## src/source/mem_sys_pkg.sv

```systemverilog
package mem_sys_pkg;

    ////////////////////////////////////////////////////////////////////////////
    // Sizes
    ////////////////////////////////////////////////////////////////////////////
    localparam int addr_w           = 16;
    localparam int data_w           = 16;
    localparam int tag_w            = 5;
    localparam int index_w          = 8;
    localparam int offset_w         = 3;
    localparam int num_banks        = 4;      // One bank per word of a line
    localparam int mem_latency      = 2;
    localparam int bank_busy_cycles = 4;
    localparam int mem_words        = 32768;

    localparam int lines      = 2 ** index_w;  // Lines per way
    localparam int bank_rows  = mem_words / num_banks;
    localparam int row_w      = $clog2(bank_rows);
    localparam int busy_cnt_w = $clog2(bank_busy_cycles + 1);

    // Controller state codes
    localparam logic [3:0] st_idle   = 4'd0;
    localparam logic [3:0] st_retry  = 4'd1;
    localparam logic [3:0] st_done   = 4'd2;
    localparam logic [3:0] st_push_0 = 4'd3;
    localparam logic [3:0] st_push_1 = 4'd4;
    localparam logic [3:0] st_push_2 = 4'd5;
    localparam logic [3:0] st_push_3 = 4'd6;
    localparam logic [3:0] st_pull_0 = 4'd7;
    localparam logic [3:0] st_pull_1 = 4'd8;
    localparam logic [3:0] st_pull_2 = 4'd9;
    localparam logic [3:0] st_pull_3 = 4'd10;
    localparam logic [3:0] st_pull_4 = 4'd11;
    localparam logic [3:0] st_pull_5 = 4'd12;
    localparam logic [3:0] st_pull_6 = 4'd13;

    // Flat view for the banked memory, field view for the cache
    typedef union packed {
        logic [addr_w-1:0] flat;
        struct packed {
            logic [tag_w-1:0]    tag;
            logic [index_w-1:0]  index;
            logic [offset_w-1:0] offset;    // Bit 0 ignored
        } f;
    } mem_addr_t;

endpackage

```

## src/source/request_latch.sv

```systemverilog
`timescale 1ns/1ps

module request_latch import mem_sys_pkg::*; (
    input  logic              clk,
    input  logic              reset,
    input  logic              rd,
    input  logic              wr,
    input  mem_addr_t         addr,
    input  logic [data_w-1:0] data_in,
    input  logic              done,
    output logic              req_rd,
    output logic              req_wr,
    output mem_addr_t         req_addr,
    output logic [data_w-1:0] req_data,
    output logic              busy_req
);

    logic capture;

    assign busy_req = req_rd | req_wr;
    assign capture  = (rd | wr) & ~busy_req;   // Strobes during a held request are dropped

    always_ff @(posedge clk) begin
        if (reset) begin
            req_rd <= 1'b0;
            req_wr <= 1'b0;
        end else if (done) begin
            req_rd <= 1'b0;
            req_wr <= 1'b0;
        end else if (capture) begin
            req_rd <= rd;
            req_wr <= wr & ~rd;    // Load wins if both fire
        end
    end

    // Address and store data
    always_ff @(posedge clk) begin
        if (capture) begin
            req_addr <= addr;
            req_data <= data_in;
        end
    end

endmodule

```

## config.mk

```make
export PLATFORM = sky130hd
export DESIGN_NAME = request_latch
export DESIGN_NICKNAME = d
export VERILOG_FILES = /design/src/source/mem_sys_pkg.sv /design/src/source/request_latch.sv
export SDC_FILE = /design/constraint.sdc
export NUM_CORES = 1
export LEC_CHECK = 0
export BUFFER_PORTS_ARGS = -buffer_cell sky130_fd_sc_hd__buf_2
export CORE_MARGIN = 2
export CORE_UTILIZATION = 39
export DETAILED_ROUTE_END_ITERATION = 8
export PLACE_DENSITY = 0.78
export SYNTH_ARGS = -nofsm -noshare
export SYNTH_HDL_FRONTEND = slang
export SYNTH_SLANG_ARGS = --single-unit
```

## constraint.sdc

```tcl
create_clock -name clk -period 2.5 [get_ports clk]
set_input_delay 0.5 -clock clk [delete_from_list [all_inputs] [get_ports clk]]
set_output_delay 0.5 -clock clk [all_outputs]
set_load 0.02 [all_outputs]
```

After elaboration in Yosys (flattened, before gate mapping) --
Cells that the tools add are included.
Cells by class: bitwise logic cells 6, reduce and logical (&&, ||, !) cells 1
Operators by type and width (number):
- $and A1 B1 Y1 | 2
- $not A1 Y1 | 2
- $or A1 B1 Y1 | 2
- $reduce_or A2 Y1 | 1
Storage, ports and cells: bits in registers 34, bits of input ports 37, output and inout bits 35

Longest topological paths before layout --
Gate-level depths: netlist (run 1).
depth in word-level cells 3, depth in mapped cells 2, depth with buffers taken out 2

Least setup slack after synthesis (run 1) --
No wires, ideal clock.
path type reg-to-reg, start register req_wr, end register req_addr[0] (netlist name) (enable), library setup time 396 ps, arrival time 1568 ps, setup slack 537 ps, cell stages (with the launch flop) 3, cells stage by stage dfxtp_1 > or2_4 > nor2_2
Between the ends: cells in the longest elaborated chain, start to end 3
Ends and longest elaborated chain:
- start: declaration | RTL line request_latch.sv:12 | output logic req_wr,
- start signal: assignment | RTL line request_latch.sv:32 | req_wr <= wr & ~rd;
- $or A1 B1 Y1 | RTL line request_latch.sv:20 | assign busy_req = req_rd | req_wr;
- net busy_req | RTL line request_latch.sv:15 | output logic busy_req
- $not A1 Y1 | RTL line request_latch.sv:21 | assign capture = (rd | wr) & ~busy_req;
- $and A1 B1 Y1 | RTL line request_latch.sv:21
- net capture | RTL line request_latch.sv:18 | logic capture;
- end signal: assignment | RTL line request_latch.sv:39 | req_addr <= addr;
- end: declaration | RTL line request_latch.sv:13 | output mem_addr_t req_addr,
The timed path passes the listed nets, and every way through them passes these cells. A chain may end at the register's enable or synchronous reset.

Final worst setup path (run 1) --
start register req_wr, end output busy_req
Between the ends: cells in the longest elaborated chain, start to end 1
Ends and longest elaborated chain (RTL line):
- $or A1 B1 Y1 | request_latch.sv:20
- end: declaration | request_latch.sv:15
No other way between the ends.

==> impl_metrics.csv, run 1 <==
group,metric,value,unit
sta,layout_setup_ws,0.925,ns
clock_tree,cts.sink_count,34,
power,p_total,1.14,mW
worst_setup_path,critPathMaxFanout,4,
power,leakage,0.679,nW
clock_tree,root_buffer,"clkbuf_4",
worst_setup_path,cp.required,2.00,ns
worst_setup_path,crit_arrival,1.08,ns
floorplan,die_area,3130,µm²
worst_setup_path,cp_slowest_cell,"dfxtp_1",
sta,finalHoldViolCount,0,
power,internal_power,0.872,mW
synth,synth_cell_type_count,8,
outcome,status,"complete, no violations",
drt,dr.first_iter.drc_count,7,
finish,drive_gt1_frac,0.659,
drt,postRouteAntennaNets,0,
finish,syn_to_final_growth,44.4,%
floorplan,die_w,55.9,µm
finish,design_area,1520,µm²
worst_setup_path,crit_chain,"or2_4 > buf_2",
synth,seq_area_frac_synth,0.951,
sta,tightest_slew,0.255,ns
placement,place_inst,145,
global_route,grt_max_degree,22,
synth,syn_inst,42,
min_path,min_to,"req_addr[1]",
drt,wl_per_cell,11.8,µm
worst_setup_path,ff2ff_setup_slack,1.19,ns
clock_tree,path_clk_slew,0.10,ns
clock_tree,post_cts_buffers,0,
global_route,antenna_found_initial,0,
floorplan,die_y,55.9,µm
finish,antenna_cells,0,
floorplan,core,2520,µm²
placement,hpwl,1380,µm
job,max-cap-violations,0,
synth,yosys_warnings,0,
sta,post-route-period-util,0.630,
drt,drt-vias-per-instance,4.38,
synth,syn-cell-area,1050,µm²
power,p_comb_frac,0.137,
sta,setup_viol,0,
clock_tree,clk_path_buf_depth,2,
power,power.share.sequential,0.602,
min_path,hold_class,"in -> reg",
worst_setup_path,startpoint_type,"flop",
power,vdd_ir_drop_max,0.000518,V
worst_setup_path,ff2ff_path_depth,3,
min_path,holdPathStages,1,
placement,gp_congestion,0.647,
finish,final_cells,153,
global_route,grt_pass1_vias,676,
floorplan,row_count,18,
worst_setup_path,reg2reg_from,"req_wr",
clock_tree,numCtsBuffers,5,
sta,tns,0,ns
placement,io_buffers,71,
power,pwr-share-clk,0.261,
sta,fin_skew,0.00852,ns
floorplan,initial_core_util,0.417,
global_route,grt_overflow_total,0,
global_route,grt_pass1_wl,2870,µm
worst_setup_path,cpPeakStageDelay,0.35,ns
power,power_density,751,nW/µm²
clock_tree,h-tree-depth,2,
drt,drtPass1Iterations,3,
sta,rsz0062_at_grt,"false",
sta,slew_headroom,0.830,
sta,post-route-min-period,1.58,ns
synth,synth.top_cell.area_share,0.913,
global_route,grt_usage,0.128,
worst_setup_path,crit_start,"req_wr",
floorplan,ios,72,
clock_tree,cts.hold.buffers_added,0,
power,p_sw,0.269,mW
synth,avgSynthCellArea,25.1,µm²
worst_setup_path,cp-end-kind,"output port",
sta,hold_ws,0.347,ns
min_path,hp-start,"addr[1]",
finish,postLayoutCoreUtil,0.602,
finish,nNetsFinal,159,
synth,yosys.area.top_type,"edfxtp_1",
clock_tree,cts_tree,"built",
drt,vias,670,
drt,drc,0,
synth,ys_ff_latch,34,
drt,wirelength,1800,µm
synth,syn-num-nets,79,
clock_tree,cts_resized,0,
sta,finalMaxSlewViolations,0,
power,switching_share,0.236,
sta,max_freq,0.635,GHz
worst_setup_path,path_class,"reg -> out",
clock_tree,insertion_delay,0.32,ns
placement,placed_cell_area,1460,µm²
synth,synth_area_leaders,"edfxtp_1, dfxtp_1, o21a_1",
worst_setup_path,rr_endpoint,"req_data[7]",
placement,pre_cts_ws,1.15,ns
==> synthesized netlist by cell type, drive strengths merged <==
master,count
edfxtp,32
nor3b,1
o21a,2
dfxtp,2
nor2,3
nor2b,1
or2,1
==> cells in the final DEF, fill, tap and decap left out <==
cell type | netlist | layout
nor2_1 | 2 | 2
nor2_2 | 1 | 1
buf_2 | 0 | 71
dfxtp_1 | 2 | 2
or2_4 | 1 | 1
clkbuf_8 | 0 | 1
o21a_1 | 2 | 2
nor3b_1 | 1 | 1
clkbuf_4 | 0 | 5
edfxtp_1 | 32 | 32
buf_4 | 0 | 2
clkbuf_1 | 0 | 2
nor2b_1 | 1 | 1
==> cell families (layout without fill, tap and decap cells) <==
family | Yosys count | after routing | synth area share
compound gates | 2 | 2 | 0.0143
buf+inv | 0 | 81 | 0
flops | 34 | 34 | 0.951
simple gates | 6 | 6 | 0.0345
==> state kept, by name (all words and copies together) (netlist names) <==
register and count:
req_addr 16, req_rd 1, req_wr 1, req_data 16
==> power by group through the flow <==
stage / Clock [mW] / Sequential, mW / Combinational [mW]
floorplan: 0 / 0.762 / 0.0210
global placement: 0 / 0.699 / 0.156
detailed placement: 0 / 0.701 / 0.159
CTS: 0.308 / 0.688 / 0.158
global route: 0.332 / 0.693 / 0.168
finish: 0.298 / 0.688 / 0.156
==> worst max-delay path, delay by kind of cell, from the launching register on <==
family / cells / cell delay [ns]
buf+inv: 1 / 0.16
flops: 1 / 0.35
simple gates: 1 / 0.26
==> area by class of cell <==
type	count	area [µm²]
fillers	208	1000
flip-flops and latches	34	1000
repair buffers	73	370
clock buffers	8	58.8
multi-input cells	8	51.3
well taps	30	37.5
==> worst max path at each step <==
stage	to	slack, ns
after floorplan	req_addr[0]	0.54
after global placement	req_data[11]	1.17
after detailed placement	req_data[15]	1.15
after CTS	busy_req	0.92
after global routing	busy_req	0.88
final	busy_req	0.92
==> routing by layer <==
metal | global-route usage | part of all wire
met1 | 0.146 | 0.39
met2 | 0.179 | 0.46
met3 | 0.0884 | 0.14
met4 | 0.0714 | 0.011
met5 | 0 | 0
Power figures use the tool's default switching activity.
==> run 2, diff against run 1 <==
Settings changed: ABC_AREA set to 1.
Clock period 2.5 ns to 1.65 ns, I/O delays scaled along.
==> run 2 against run 1 <==
Against the previous run: hold slack worse by 0.17 ns; non-clock buffer count is 1 higher; worst setup slack worse by 0.68 ns; final cell count increased by 2.0%; flip-flop and latch count is the same; utilization grew 0.30 points; die area increased by 0.21%.
==> impl_metrics.csv, run 2 <==
group,metric,value,unit
outcome,status,"complete, no violations",
global_route,grt_overflow_total,0,
floorplan,row_count,18,
finish,largestRegisters,"req_addr x16, req_data x16",
drt,wirelength,1930,µm
sta,post-route-period-util,0.854,
placement,gp_congestion,0.654,
clock_tree,h-tree-depth,2,
drt,vias,696,
min_path,hold_class,"in -> reg",
power,power_density,1110,nW/µm²
synth,ys_ff_latch,34,
finish,design_area,1530,µm²
worst_setup_path,cp_num_buf_inv,1,
worst_setup_path,crit_chain,"or2_4 > buf_2",
synth,syn_inst,44,
sta,rsz0062_at_grt,"false",
sta,hold_ws,0.180,ns
synth,synth_cell_type_count,10,
floorplan,initial_core_util,0.418,
synth,synth.most_common_cell,"edfxtp_1",
finish,n_fill_cell,202,
synth,yosys_warnings,0,
clock_tree,post_cts_buffers,0,
synth,seq_area_frac_synth,0.949,
finish,antenna_cells,0,
finish,drive_gt1_frac,0.667,
clock_tree,cts_resized,0,
global_route,grt_pass1_vias,737,
synth,synth_edf_count,32,
synth,synthArstFlopShare,0,
sta,setup_viol,0,
min_path,holdPathStages,1,
floorplan,die_w,56.0,µm
worst_setup_path,cpPeakStageDelay,0.35,ns
global_route,met1_usage,0.141,
global_route,grt_busiest_layer,"met2",
worst_setup_path,path_class,"reg -> out",
worst_setup_path,critPathMaxFanout,4,
sta,max_freq,0.709,GHz
global_route,grt_usage,0.141,
global_route,grt_max_degree,13,
worst_setup_path,crit_arrival,1.08,ns
floorplan,die_y,56.0,µm
clock_tree,root_buffer,"clkbuf_4",
min_path,hp-start,"data_in[4]",
finish,final_cell_mix,"buf_2, edfxtp_1, clkbuf_4, nor2_1, buf_4",
worst_setup_path,cp.required,1.32,ns
floorplan,die_area,3140,µm²
finish,nNetsFinal,162,
job,max-cap-violations,0,
min_path,min_to,"req_data[4]",
worst_setup_path,cp_slowest_cell,"dfxtp_1",
sta,post-route-min-period,1.41,ns
sta,tns,0,ns
worst_setup_path,critical_path.top_delay_family,"flip-flops",
placement,io_buffers,71,
drt,drtPass1Iterations,3,
drt,wl_per_cell,12.4,µm
floorplan,ios,72,
clock_tree,cts.hold.buffers_added,0,
drt,postRouteAntennaNets,0,
worst_setup_path,cp-end-kind,"output port",
clock_tree,cts.sink_count,34,
sta,slew_headroom,0.876,
clock_tree,clk_path_buf_depth,2,
global_route,gr-usage-met2,0.225,
clock_tree,insertion_delay,0.32,ns
synth,synth_ff_type,"edfxtp_1",
placement,hpwl,1520,µm
global_route,grt_pass1_wl,3240,µm
clock_tree,cts_tree,"built",
sta,finalMaxSlewViolations,0,
synth,avgSynthCellArea,24.0,µm²
floorplan,core,2520,µm²
worst_setup_path,startpoint_type,"flop",
worst_setup_path,rr_endpoint,"req_addr[9]",
finish,syn_to_final_growth,44.7,%
clock_tree,path_clk_slew,0.09,ns
power,vdd_ir_drop_max,0.000881,V
synth,syn-num-nets,81,
finish,final_common_cell,"buf_2",
synth,synth_area_leaders,"edfxtp_1, dfxtp_1, nor2_1",
sta,finalHoldViolCount,0,
global_route,use_met3,0.0837,
drt,drt-vias-per-instance,4.46,
global_route,antenna_found_initial,0,
drt,dr.first_iter.drc_count,8,
worst_setup_path,ff2ff_setup_slack,0.45,ns
sta,tightest_slew,0.185,ns
worst_setup_path,reg2reg_from,"req_rd",
drt,drc,0,
clock_tree,numCtsBuffers,5,
worst_setup_path,ff2ff_path_depth,3,
power,leakage,0.686,nW
synth,syn-cell-area,1050,µm²
sta,fin_skew,0.00673,ns
synth,synthTopCellsByCount,"edfxtp_1, nor2_1, dfxtp_1",
placement,placed_cell_area,1480,µm²
synth,yosys.area.top_type,"edfxtp_1",
synth,synth.top_cell.area_share,0.911,
run 2: final cells by class:
| type | count | area, µm² | area share |
|---|---|---|---|
| timing repair buffer | 74 | 378 | 0.248 |
| sequential | 34 | 1000 | 0.656 |
| clock buffer | 6 | 41.3 | 0.0270 |
| tap | 30 | 37.5 | 0.0246 |
| multi-input combinational | 9 | 55.1 | 0.0361 |
| clock inverter | 2 | 10.0 | 0.00656 |
| inverter | 1 | 3.75 | 0.00246 |
run 2: cell families after synthesis:
logic type | after synthesis | synth area share
AND/OR/NAND/NOR | 7 | 0.0344
buffers and inverters | 1 | 0.00356
AO/OA/AOI/OAI | 2 | 0.0130
flip-flops | 34 | 0.949
run 2: how the worst max path moves through the flow:
stage,from,end,slack (ns),cells after the start
2_1_floorplan,req_wr,req_addr[0],0.08,2
3_3_place_gp,req_wr,req_data[6],0.49,3
3_5_place_dp,req_rd,req_data[9],0.46,3
4_1_cts,req_rd,busy_req,0.21,2
5_1_grt,req_wr,busy_req,0.19,2
6_report,req_rd,busy_req,0.24,2
run 2: routing by layer:
layer	share of wire	wire length [µm]
met4	0.031	59
met3	0.14	276
met5	0	0
met1	0.35	668
met2	0.48	927
run 2: metrics by stage:
step / util / instances / worst slack (ns) / total power [mW]
after global routing: 0.605 / 156 / 0.192 / 1.78
after global placement: 0.585 / 148 / 0.488 / 1.30
final: 0.605 / 156 / 0.240 / 1.69
after floorplan: - / 44 / 0.0758 / 1.19
after CTS: 0.605 / 156 / 0.215 / 1.72
after detailed placement: 0.585 / 148 / 0.456 / 1.31
run 2: report_power, final:
group	switching [mW]	total [mW]	internal (mW)
logic	0.158	0.248	0.0897
clock network	0.242	0.404	0.162
registers	0.0159	1.04	1.03
