===== src/source/mem_sys_pkg.sv =====
package mem_sys_pkg;

    ////////////////////////////////////////////////////////////////////////////
    // Sizes
    ////////////////////////////////////////////////////////////////////////////
    localparam int addr_w           = 16;
    localparam int data_w           = 16;
    localparam int tag_w            = 5;
    localparam int index_w          = 8;
    localparam int offset_w         = 3;
    localparam int num_banks        = 4;      // One bank per word of a line
    localparam int mem_latency      = 2;
    localparam int bank_busy_cycles = 4;
    localparam int mem_words        = 32768;

    localparam int lines      = 2 ** index_w;  // Lines per way
    localparam int bank_rows  = mem_words / num_banks;
    localparam int row_w      = $clog2(bank_rows);
    localparam int busy_cnt_w = $clog2(bank_busy_cycles + 1);

    // Controller state codes
    localparam logic [3:0] st_idle   = 4'd0;
    localparam logic [3:0] st_retry  = 4'd1;
    localparam logic [3:0] st_done   = 4'd2;
    localparam logic [3:0] st_push_0 = 4'd3;
    localparam logic [3:0] st_push_1 = 4'd4;
    localparam logic [3:0] st_push_2 = 4'd5;
    localparam logic [3:0] st_push_3 = 4'd6;
    localparam logic [3:0] st_pull_0 = 4'd7;
    localparam logic [3:0] st_pull_1 = 4'd8;
    localparam logic [3:0] st_pull_2 = 4'd9;
    localparam logic [3:0] st_pull_3 = 4'd10;
    localparam logic [3:0] st_pull_4 = 4'd11;
    localparam logic [3:0] st_pull_5 = 4'd12;
    localparam logic [3:0] st_pull_6 = 4'd13;

    // Flat view for the banked memory, field view for the cache
    typedef union packed {
        logic [addr_w-1:0] flat;
        struct packed {
            logic [tag_w-1:0]    tag;
            logic [index_w-1:0]  index;
            logic [offset_w-1:0] offset;    // Bit 0 ignored
        } f;
    } mem_addr_t;

endpackage


===== src/source/cache_controller.sv =====
`timescale 1ns/1ps

module cache_controller import mem_sys_pkg::*; (
    input  logic              clk,
    input  logic              reset,
    input  logic              req_rd,
    input  logic              req_wr,
    input  mem_addr_t         req_addr,
    input  logic [data_w-1:0] req_data,
    input  logic              hit_c0,
    input  logic              hit_c1,
    input  logic              valid_c0,
    input  logic              valid_c1,
    input  logic              dirty_c0,
    input  logic              dirty_c1,
    input  logic [tag_w-1:0]  tag_c0,
    input  logic [tag_w-1:0]  tag_c1,
    input  logic [data_w-1:0] rd_data_c0,
    input  logic [data_w-1:0] rd_data_c1,
    input  logic [3:0]        busy,
    input  logic [data_w-1:0] mem_rd_data,
    output logic              enable_c0,
    output logic              enable_c1,
    output logic              comp,
    output logic              write,
    output logic              valid_in,
    output logic [1:0]        word_c,
    output logic [data_w-1:0] wr_data,
    output logic              mem_rd,
    output logic              mem_wr,
    output mem_addr_t         mem_addr,
    output logic [data_w-1:0] mem_wr_data,
    output logic              cache_hit,
    output logic              done,
    output logic [data_w-1:0] data_out
);

    logic [3:0] state;
    logic [3:0] next_state;
    logic       victim_way;
    logic       target;        // Way being pushed or filled
    logic       target_sel;
    logic       hit_q;         // Idle compare result
    logic       push_wait;     // Last push word already written
    logic       req;
    logic       any_hit;
    logic       victim_dirty;
    logic       in_push;
    logic       in_fill;
    logic [1:0] req_word;
    logic [1:0] word_m;        // Word of the line on the memory side

    assign req          = req_rd | req_wr;
    assign any_hit      = hit_c0 | hit_c1;
    assign req_word     = req_addr.f.offset[2:1];
    assign victim_dirty = valid_c0 & valid_c1 & (victim_way ? dirty_c1 : dirty_c0);
    assign target_sel   = !valid_c0 ? 1'b0 : (!valid_c1 ? 1'b1 : victim_way);
    assign in_push      = state inside {[st_push_0:st_push_3]};
    assign in_fill      = state inside {[st_pull_2:st_pull_5]};

    always_ff @(posedge clk) begin
        if (reset) begin
            state      <= st_idle;
            victim_way <= 1'b0;
            target     <= 1'b0;
            hit_q      <= 1'b0;
            push_wait  <= 1'b0;
        end else begin
            state     <= next_state;
            push_wait <= (state == st_push_3) && (next_state == st_push_3);
            if (done) begin
                victim_way <= ~victim_way;
            end
            if (state == st_idle && req) begin
                target <= target_sel;
                hit_q  <= any_hit;
            end
        end
    end

    ////////////////////////////////////////////////////////////////////////////
    // State machine
    ////////////////////////////////////////////////////////////////////////////
    always_comb begin
        enable_c0  = 1'b0;
        enable_c1  = 1'b0;
        comp       = 1'b0;
        write      = 1'b0;
        valid_in   = 1'b0;
        mem_rd     = 1'b0;
        mem_wr     = 1'b0;
        done       = 1'b0;
        word_c     = req_word;
        word_m     = req_word;
        next_state = state;

        case (state)
            st_idle: begin    // Compare both ways, store on a hit
                enable_c0 = req;
                enable_c1 = req;
                comp      = req;
                write     = req_wr;
                valid_in  = req;
                if (!req)              next_state = st_idle;
                else if (any_hit)      next_state = st_done;
                else if (victim_dirty) next_state = st_push_0;
                else                   next_state = st_pull_0;
            end
            st_retry: begin
                enable_c0  = 1'b1;
                enable_c1  = 1'b1;
                comp       = 1'b1;
                write      = req_wr;
                valid_in   = 1'b1;
                next_state = st_done;
            end
            st_done: begin
                enable_c0  = ~req_wr;  // Read port for the load result
                enable_c1  = ~req_wr;
                comp       = 1'b1;
                valid_in   = 1'b1;
                done       = 1'b1;
                next_state = st_idle;
            end
            st_push_0, st_push_1, st_push_2, st_push_3: begin
                enable_c0 = 1'b1;
                enable_c1 = 1'b1;
                word_m    = 2'(state - st_push_0);
                word_c    = word_m;
                mem_wr    = ~push_wait;
                if (state != st_push_3) next_state = state + 4'd1;
                else if (|busy)         next_state = st_push_3;
                else                    next_state = st_pull_0;
            end
            st_pull_0, st_pull_1: begin    // First two reads, no data back yet
                mem_rd     = 1'b1;
                word_m     = 2'(state - st_pull_0);
                next_state = state + 4'd1;
            end
            st_pull_2, st_pull_3, st_pull_4, st_pull_5: begin
                enable_c0  = ~target;
                enable_c1  = target;
                write      = 1'b1;
                valid_in   = 1'b1;
                word_c     = 2'(state - st_pull_2);   // Two words behind the reads
                word_m     = 2'(state - st_pull_0);
                mem_rd     = (state == st_pull_2) || (state == st_pull_3);
                next_state = state + 4'd1;
            end
            st_pull_6: begin
                next_state = (|busy) ? st_pull_6 : st_retry;
            end
            default: begin
                next_state = st_idle;
            end
        endcase
    end

    ////////////////////////////////////////////////////////////////////////////
    // Datapath steering
    ////////////////////////////////////////////////////////////////////////////
    always_comb begin
        mem_addr.f.tag    = in_push ? (target ? tag_c1 : tag_c0) : req_addr.f.tag;
        mem_addr.f.index  = req_addr.f.index;
        mem_addr.f.offset = {word_m, 1'b0};
    end

    assign wr_data     = in_fill ? mem_rd_data : req_data;
    assign mem_wr_data = target ? rd_data_c1 : rd_data_c0;  // Victim line out
    assign data_out    = hit_c1 ? rd_data_c1 : rd_data_c0;
    assign cache_hit   = (state == st_done) & hit_q;

endmodule


===== config.mk =====
export PLATFORM = sky130hd
export DESIGN_NAME = cache_controller
export DESIGN_NICKNAME = d
export VERILOG_FILES = /design/src/source/mem_sys_pkg.sv /design/src/source/cache_controller.sv
export SDC_FILE = /design/constraint.sdc
export NUM_CORES = 1
export LEC_CHECK = 0
export ABC_AREA = 1
export BUFFER_PORTS_ARGS = -buffer_cell sky130_fd_sc_hd__buf_4
export CORE_MARGIN = 4
export CORE_UTILIZATION = 37
export DETAILED_ROUTE_END_ITERATION = 10
export PLACE_DENSITY_LB_ADDON = 0.05
export SYNTH_ARGS = -nofsm -noshare
export SYNTH_HDL_FRONTEND = slang
export SYNTH_SLANG_ARGS = --single-unit

===== constraint.sdc =====
create_clock -name clk -period 2.4 [get_ports clk]
set_clock_uncertainty 0.05 [all_clocks]
set_input_delay 0 -clock clk [delete_from_list [all_inputs] [get_ports clk]]
set_output_delay 0 -clock clk [all_outputs]
set_load 0.005 [all_outputs]

==> Yosys cells after proc, flatten, opt, wreduce, memory -nomap -nowiden <==
Index checks and enable logic that the tools add are counted.
{ "classes": {"eq_ne": 15, "n_reduce_logical": 15, "n_bitwise": 9, "shifts": 0, "div": 0, "order_cmp": 4, "muxes": 25, "multipliers": 0, "add_sub_neg": 4} }
{ "op_table": {"columns": ["op", "n"], "rows": [
  ["$mux 16", 3],
  ["$eq 4x4->1 const B", 6],
  ["$eq 4x3->1 const B", 5],
  ["$pmux 4 s5", 1],
  ["$reduce_or 4->1", 3],
  ["$reduce_or 6->1", 2],
  ["$mux 5", 2],
  ["$mux 3", 3],
  ["$eq 4x2->1 const B", 2],
  ["$mux 4", 2],
  ["$pmux 1 s2", 4],
  ["$pmux 1 s4", 2],
  ["$pmux 2 s2", 2],
  ["$mux 1", 6],
  ["$reduce_or 2->1", 3],
  ["$reduce_or 5->1", 1],
  ["$add 4x1->4 const B", 1],
  ["$eq 4x1->1 const B", 1],
  ["$ge 4x2->1 const B", 1],
  ["$ge 4x4->1 const B", 1],
  ["$le 4x3->1 const B", 1],
  ["$le 4x4->1 const B", 1],
  ["$logic_and 1x1->1", 4],
  ["$logic_not 4->1", 1],
  ["other kinds (7)", 14]
]} }
{ "word_totals": {"output_inout_bits": 75, "mem_bits_rw": 0, "mem_bits_ro": 0, "in_bits": 104, "memories": 0, "reg_bits": 8, "latch_bits": 0} }

==> Longest topological paths before layout <==
Gate-level depths: netlist (run 1).
{ "logic_depth": {"word_depth": 8, "depth_mapped": 12, "mapped_depth_nobuf": 12} }

==> Worst setup path before layout (run 1) <==
Ideal clock, no wire load.
{ "synth_timing": {"kind": "register -> register", "start": "reg state[0]", "end": "reg push_wait", "arrival_ps": 1500, "period_less_slack_ps": 1614, "path_slack_ps": 786, "stages_incl_launch_ff": 12, "cell_sequence": "dfxtp_1 inv_1 ha_1 inv_1 a21oi_1 nor2_4 nand2_4 nand2_1 nand2_1 nor2_2 nand2_1 nor2_1"} }
{ "synth_via": {"elab_chain_cells": 5} }
{ "synth_rtl": {"columns": ["element", "line_no", "source"], "rows": [
  ["from (decl)", "cache_controller.sv:38", "logic [3:0] state;"],
  ["from (signal assigned)", "cache_controller.sv:63", "state <= st_idle;"],
  ["from (signal assigned)", "cache_controller.sv:69", "state <= next_state;"],
  ["$add 4x1->4 (tied with other cells)", "cache_controller.sv:131, cache_controller.sv:138, cache_controller.sv:148", null],
  ["$mux 4 (tied with other cells)", "cache_controller.sv:131", "if (state != st_push_3) next_state = state + 4'd1;"],
  ["$pmux 4 s5", "cache_controller.sv:97", "case (state)"],
  ["$eq 4x3->1", "cache_controller.sv:70", "push_wait <= (state == st_push_3) && (next_state == st_push_3);"],
  ["$logic_and 1x1->1 *", "cache_controller.sv:70", null],
  ["to (signal assigned)", "cache_controller.sv:70", null],
  ["to (decl)", "cache_controller.sv:44", "logic push_wait;"]
]} }
Mark *: on every way between the ends. The rest lies on a longest branch, timed or not.
A chain may end at the register's enable or synchronous reset.

==> summary.md, run 1 <==
| Metric | Value |
|---|---|
| H-tree depth | `1` |
| Layout filler cell count | `353` |
| Buffers added on ports | `160` |
| CTS Sinks | `8` |
| Netlist cell types | `30` |
| Power Density | `331 mW/mm2` |
| Number of synthesized flops with an enable pin | `0` |
| DR WL met3 | `793 um` |
| Reg-to-reg slack, setup | `0.48 ns` |
| WL met2 | `3130 um` |
| Total grt overflow | `0` |
| Final Power | `0.000953 W` |
| Top sig layer | `met4` |
| Main synth FF type | `dfxtp_1` |
| Syn nets | `380` |
| Critical path endpoint category | `primary output` |
| Syn. warnings | `0` |
| Synth Instances | `271` |
| ANT cells | `0` |
| Lkg Pwr | `1.57 nW` |
| Post-synthesis area per instance | `5.86 um2` |
| Placer Congestion | `0.827` |
| Clock Pin Slew Worst Setup and Hold Paths | `0.04 ns` |
| Die W | `73.5 um` |
| Kind of critical path | `flop to primary output` |
| Starting density of the core | `38.9%` |
| M1 wire length | `2300 um` |
| Core area | `0.00409 mm2` |
| Worst hold path type | `input pin to flop` |
| Req. time, crit path | `2.35 ns` |
| Area of the multi-input gates | `0.00117 mm2` |
| TritonCTS clock tree | `built` |
| CP Launch Type | `flop` |
| Min Tclk post-route | `2.17 ns` |
| Die area | `0.00541 mm2` |
| Hold Vio Cnt, Final | `0` |
| Synth async-reset ratio | `0%` |
| Inserted Clock Buffers | `3` |
| Register bit total from synthesis | `8` |
| IO Pins | `179` |
| Worst Path Max Fanout | `8` |
| Register area | `160 um2` |
| Status | `finished clean` |
| Clock Latency Late Sink | `0.23 ns` |
| Final Cycle Share | `90.2%` |
| Site Rows | `23` |
| Arrival time worst endpoint | `2.12 ns` |
| WL/cell | `13.4 um` |
| Pre-antenna DRT Iters | `4` |
| Number of global-route vias before repair | `2,073` |
| GR Util All Layers | `21.8%` |
| RSZ-0062 raised after global routing | `false` |
| Fmax | `462 MHz` |
| Worst vdd ir | `0.000271 V` |
| Iteration-0 DRC Markers | `109` |
| Max-slew violation count | `0` |
| Final antenna-violating net count | `0` |
| CTS Root Cell | `clkbuf_8` |
| Area Overhead vs Synth | `81.4%` |
| Die H | `73.5 um` |
| Util after Layout | `70.5%` |
| Mapped cell area | `0.00159 mm2` |
| Max Cap Viol | `0` |
| Hpwl dp | `5320 um` |
| Hold Crit Depth | `3` |
| Initial antenna violation count | `0` |
| DRC viols | `0` |
| Final setup vio count | `0` |
| Reg2reg path depth | `11` |
| Largest net degree at the start of global routing | `34` |
| Avg Vias per Cell | `4.75` |
| TNS Setup | `0 ns` |
| DRT Wirelength | `6370 um` |
| Seq/Total Area, Yosys | `10.1%` |
| Post-layout nets | `538` |
| First-pass GRT wire length | `9470 um` |
| Vias | `2,266` |
| Share of layout cells above drive strength 1 | `47.8%` |
| Max clock buf depth | `2` |
-- final timing paths --
path                                from           to
worst max-delay path            state[0]  mem_addr[1]
worst min-delay path            valid_c0       target
worst max register to register  state[0]    push_wait
worst min register to register     hit_q        hit_q
-- kinds of logic after synthesis --
logic type | count (synthesis) | synth area share, %
AOI/OAI and AO/OA | 61 | 21.7
xor gates and xnor gates | 2 | 1.10
adders and majority gates | 5 | 3.94
buffers and inverters | 56 | 16.5
DFF | 8 | 10.1
muxes | 16 | 11.3
other | 1 | 0.236
and+or+nand+nor | 122 | 35.1
-- final cells by class --
cell class                      count  area share, %
Inverter                           38           5.03
Clock buffer                        3           1.43
Sequential cell                     8           5.56
Tap cell                           50           2.17
Multi-Input combinational cell    207           40.5
Timing Repair Buffer              171           45.3
-- cell usage after synthesis (2+ instances only) --
master	count	area share, %
o21ai_0	39	12
ha_1	5	3.9
xor2_1	2	1.1
a31oi_1	6	2.4
nor2_1	23	5.4
nand3_1	3	0.94
nand2_2	6	2.4
mux2_2	16	11
buf_6	2	1.4
a21oi_1	9	2.8
clkbuf_1	7	1.7
o211ai_1	3	1.4
dfxtp_1	8	10
inv_1	36	8.5
nand2_4	2	1.4
nor2_4	4	2.8
nand2_1	77	18
buf_4	9	4.3
nor2_2	3	1.2
-- critical path: stages (launching register included) --
cell     delay, ns
dfxtp_1       0.47
inv_1         0.15
ha_1          0.26
inv_1         0.13
a21oi_1       0.11
nor2_4        0.22
and2_4        0.20
nand2_1       0.06
nor2_1        0.08
a21oi_1       0.04
buf_4         0.15
-- per-layer routing --
metal	global-route usage, %	vias to the layer above
met4	7.44	0
met1	24.6	952
li1	-	1172
met2	38.9	130
met5	0	-
met3	6.16	12
-- power by group --
group	internal [W]	switching (W)	leakage (nW)	total (W)
clock network	0.000108	0.0000493	0.0216	0.000158
registers	0.000147	0.0000169	0.0656	0.000164
logic	0.000349	0.000283	1.48	0.000632
total	0.000604	0.000349	1.57	0.000953
-- what timing repair did --
item                                    in CTS  in global routing
endpoints found under the hold margin       13                  0
hold buffers                                 9                  0
setup buffers                                0                  0
resized for setup                            0                  0
endpoints found under the setup margin       0                  0
-- flip-flops by register name, summed over array words and instances (netlist names) --
| register | count |
|---|---|
| hit_q | 1 |
| push_wait | 1 |
| state | 4 |
| target | 1 |
| victim_way | 1 |
-- layout by cell type (no fill, tap or decap), types with 2 or more instances in the layout --
cell type      count
xor2_1             2
a21oi_1            9
nor2_1            23
clkbuf_8           3
nor2_2             3
buf_4            162
o21ai_0           39
nand2_1           77
a31oi_1            6
inv_1             36
o211ai_1           3
nand2_4            2
mux2_2            16
nand3_1            3
nor2_4             4
dfxtp_1            8
dlygate4sd3_1      9
ha_1               5
nand2_2            6
-- metrics by stage --
stage                     setup slack, ns  hold WS, ns  std cells  instance area [um2]
after global placement              0.532      -0.0500        465                 2750
after CTS                           0.233       0.0633        477                 2880
after global routing               0.0842        0.115        477                 2880
after floorplan                     0.786       0.0191        271                 1590
final                               0.234       0.0709        477                 2880
after detailed placement            0.477      -0.0500        465                 2750
Note: power is estimated with default switching activity, not from simulation.
==> inputs of run 2 (changes only) <==
Settings changed: HOLD_SLACK_MARGIN set to 0.1.
==> run 2 against run 1 <==
Wire length grew 0.49%. Utilization grew 0.49 points. Critical path depth is the same. Sequential share of layout area is essentially flat.
==> summary.md, run 2 (synthesis results as in run 1) <==
| Metric | Value |
|---|---|
| Max Cap Viol | `0 (unchanged)` |
| Final Cycle Share | `90.2% (about the same)` |
| Placed inst area | `0.00275 mm2 (unchanged)` |
| Crit path from | `state[0]` |
| CTS Root Cell | `clkbuf_8` |
| Req. time, crit path | `2.35 ns (about the same)` |
| Leading cell type in the layout, fill and taps excluded | `buf_4` |
| Most frequent cells in the layout | `162 x buf_4, 77 x nand2_1, 39 x o21ai_0, 36 x inv_1, 23 x nor2_1` |
| Combinational share of power | `66.4% (about the same)` |
| RSZ-0062 raised after global routing | `false` |
| Worst Path Max Fanout | `8 (unchanged)` |
| Reg2reg path depth | `8 (-3)` |
| Placer Congestion | `0.827 (unchanged)` |
| Worst hold path type | `input pin to flop` |
| First-pass GRT wire length | `9540 um (+0.73%)` |
| CTS-repair resized insts | `0 (unchanged)` |
| Reg2reg end | `target` |
| P_sw | `0.000350 W (+0.28%)` |
| TritonCTS clock tree | `built` |
| Post-CTS setup buffers | `0 (unchanged)` |
| Arrival time worst endpoint | `2.11 ns (about the same)` |
| CTS Sinks | `8 (unchanged)` |
| Reg-to-reg slack, setup | `0.37 ns (-0.11 ns)` |
| Final antenna-violating net count | `0 (unchanged)` |
| Int Power | `0.000609 W (+0.81%)` |
| Lkg Pwr | `1.58 nW (+0.59%)` |
| Total grt overflow | `0 (unchanged)` |
| Vias | `2,265 (-0.044%)` |
| Inserted Clock Buffers | `3 (unchanged)` |
| Starting density of the core | `38.9% (unchanged)` |
| Site Rows | `23 (unchanged)` |
| Number of global-route vias before repair | `2,085 (+0.58%)` |
| Clk pwr share | `16.5% (about the same)` |
| Clock Latency Late Sink | `0.23 ns (about the same)` |
| Final Power | `0.000959 W (+0.62%)` |
| Die area | `0.00541 mm2 (unchanged)` |
| Reg power frac | `17.1% (about the same)` |
| Worst setup path end | `mem_addr[1]` |
| Core area | `0.00409 mm2 (unchanged)` |
| Util after Layout | `71.0% (+0.49 points)` |
| Hold Vio Cnt, Final | `0 (unchanged)` |
| Final setup vio count | `0 (unchanged)` |
| DRC viols | `0 (unchanged)` |
| TNS Setup | `0 ns (unchanged)` |
| Power Density | `330 mW/mm2 (about the same)` |
| Net Sw Frac | `36.5% (-0.12 points)` |
| Clock Pin Slew Worst Setup and Hold Paths | `0.04 ns (about the same)` |
| Initial antenna violation count | `0 (unchanged)` |
| Max-slew violation count | `0 (unchanged)` |
| Largest net degree at the start of global routing | `34 (unchanged)` |
| CP Launch Type | `flop` |
| Max reg flops | `4 (unchanged)` |
| Fmax | `462 MHz (about the same)` |
| GR Util All Layers | `22.0% (+0.17 points)` |
| Hpwl dp | `5320 um (unchanged)` |
| Buffers added on ports | `160 (unchanged)` |
| Critical path endpoint category | `primary output` |
| RR Startpoint | `state[0]` |
| Reg with most FFs | `state` |
| Post-route cell area | `0.00290 mm2 (+0.69%)` |
| DRT Wirelength | `6400 um (+0.49%)` |
| Kind of critical path | `flop to primary output` |
| IO Pins | `179 (unchanged)` |
| H-tree depth | `1 (unchanged)` |
| Min Tclk post-route | `2.16 ns (-0.00116 ns)` |
| Worst vdd ir | `0.000272 V (+0.17%)` |
| Status | `finished clean` |
| Die H | `73.5 um (unchanged)` |
| Max clock buf depth | `2 (unchanged)` |
| WL/cell | `13.4 um (about the same)` |
| Die W | `73.5 um (unchanged)` |
| CTS Hold Bufs | `11 (+2)` |
| Worst setup margin | `0.235 ns (+0.00116 ns)` |
| Place WS | `0.477 ns (unchanged)` |
| Post-layout nets | `540 (+0.37%)` |
| Area Overhead vs Synth | `82.7%` |
| ANT cells | `0 (unchanged)` |
| Pre-antenna DRT Iters | `4 (unchanged)` |
| Iteration-0 DRC Markers | `103 (-5.5%)` |
| Share of layout cells above drive strength 1 | `47.6% (-0.22 points)` |
| Avg Vias per Cell | `4.73 (-0.46%)` |
[run 2: power by group through the flow]
| stage | Clock (W) | Combinational [W] | Sequential (W) |
|---|---|---|---|
| after CTS | 0.000163 | 0.000643 | 0.000165 |
| after global routing | 0.000174 | 0.000708 | 0.000168 |
| final | 0.000158 | 0.000637 | 0.000164 |
| after detailed placement | 0 | 0.000622 | 0.000167 |
| after global placement | 0 | 0.000614 | 0.000166 |
| after floorplan | 0 | 0.000275 | 0.000158 |
[run 2: how the worst min path moves through the flow]
stage | startpoint | end | slack [ns] | depth (start not counted)
floorplan | reset | state[0] | 0.02 | 1
global placement | req_addr[7] | mem_addr[7] | -0.05 | 0
detailed placement | req_addr[7] | mem_addr[7] | -0.05 | 0
CTS | hit_c0 | hit_q | 0.14 | 5
global route | hit_c0 | hit_q | 0.18 | 5
finish | hit_c0 | hit_q | 0.15 | 5
[run 2: critical path, stage by stage, from the launching register on]
cell and delay (ns):
dfxtp_1 0.47, inv_1 0.15, ha_1 0.26, inv_1 0.13
a21oi_1 0.11, nor2_4 0.22, and2_4 0.20, nand2_1 0.06
nor2_1 0.08, a21oi_1 0.04, buf_4 0.15
[run 2: routing by layer]
| metal | track usage, % | routed length, um |
|---|---|---|
| met5 | 0 | 0 |
| met4 | 7.44 | 159 |
| met3 | 6.29 | 766 |
| met2 | 39.6 | 3160 |
| met1 | 24.4 | 2320 |
[run 2: cell type report]
| cell class | count | area, um2 |
|---|---|---|
| flip-flops and latches | 8 | 160 |
| fillers | 353 | 1180 |
| well taps | 50 | 62.6 |
| clock buffers | 3 | 41.3 |
| multi-input cells | 207 | 1170 |
| inverters | 38 | 145 |
| repair buffers | 173 | 1330 |
[run 2: through the flow]
step	cells	hold slack (ns)
final	479	0.155
after detailed placement	465	-0.0500
after CTS	479	0.143
after global placement	465	-0.0500
after floorplan	271	0.0191
after global routing	479	0.177
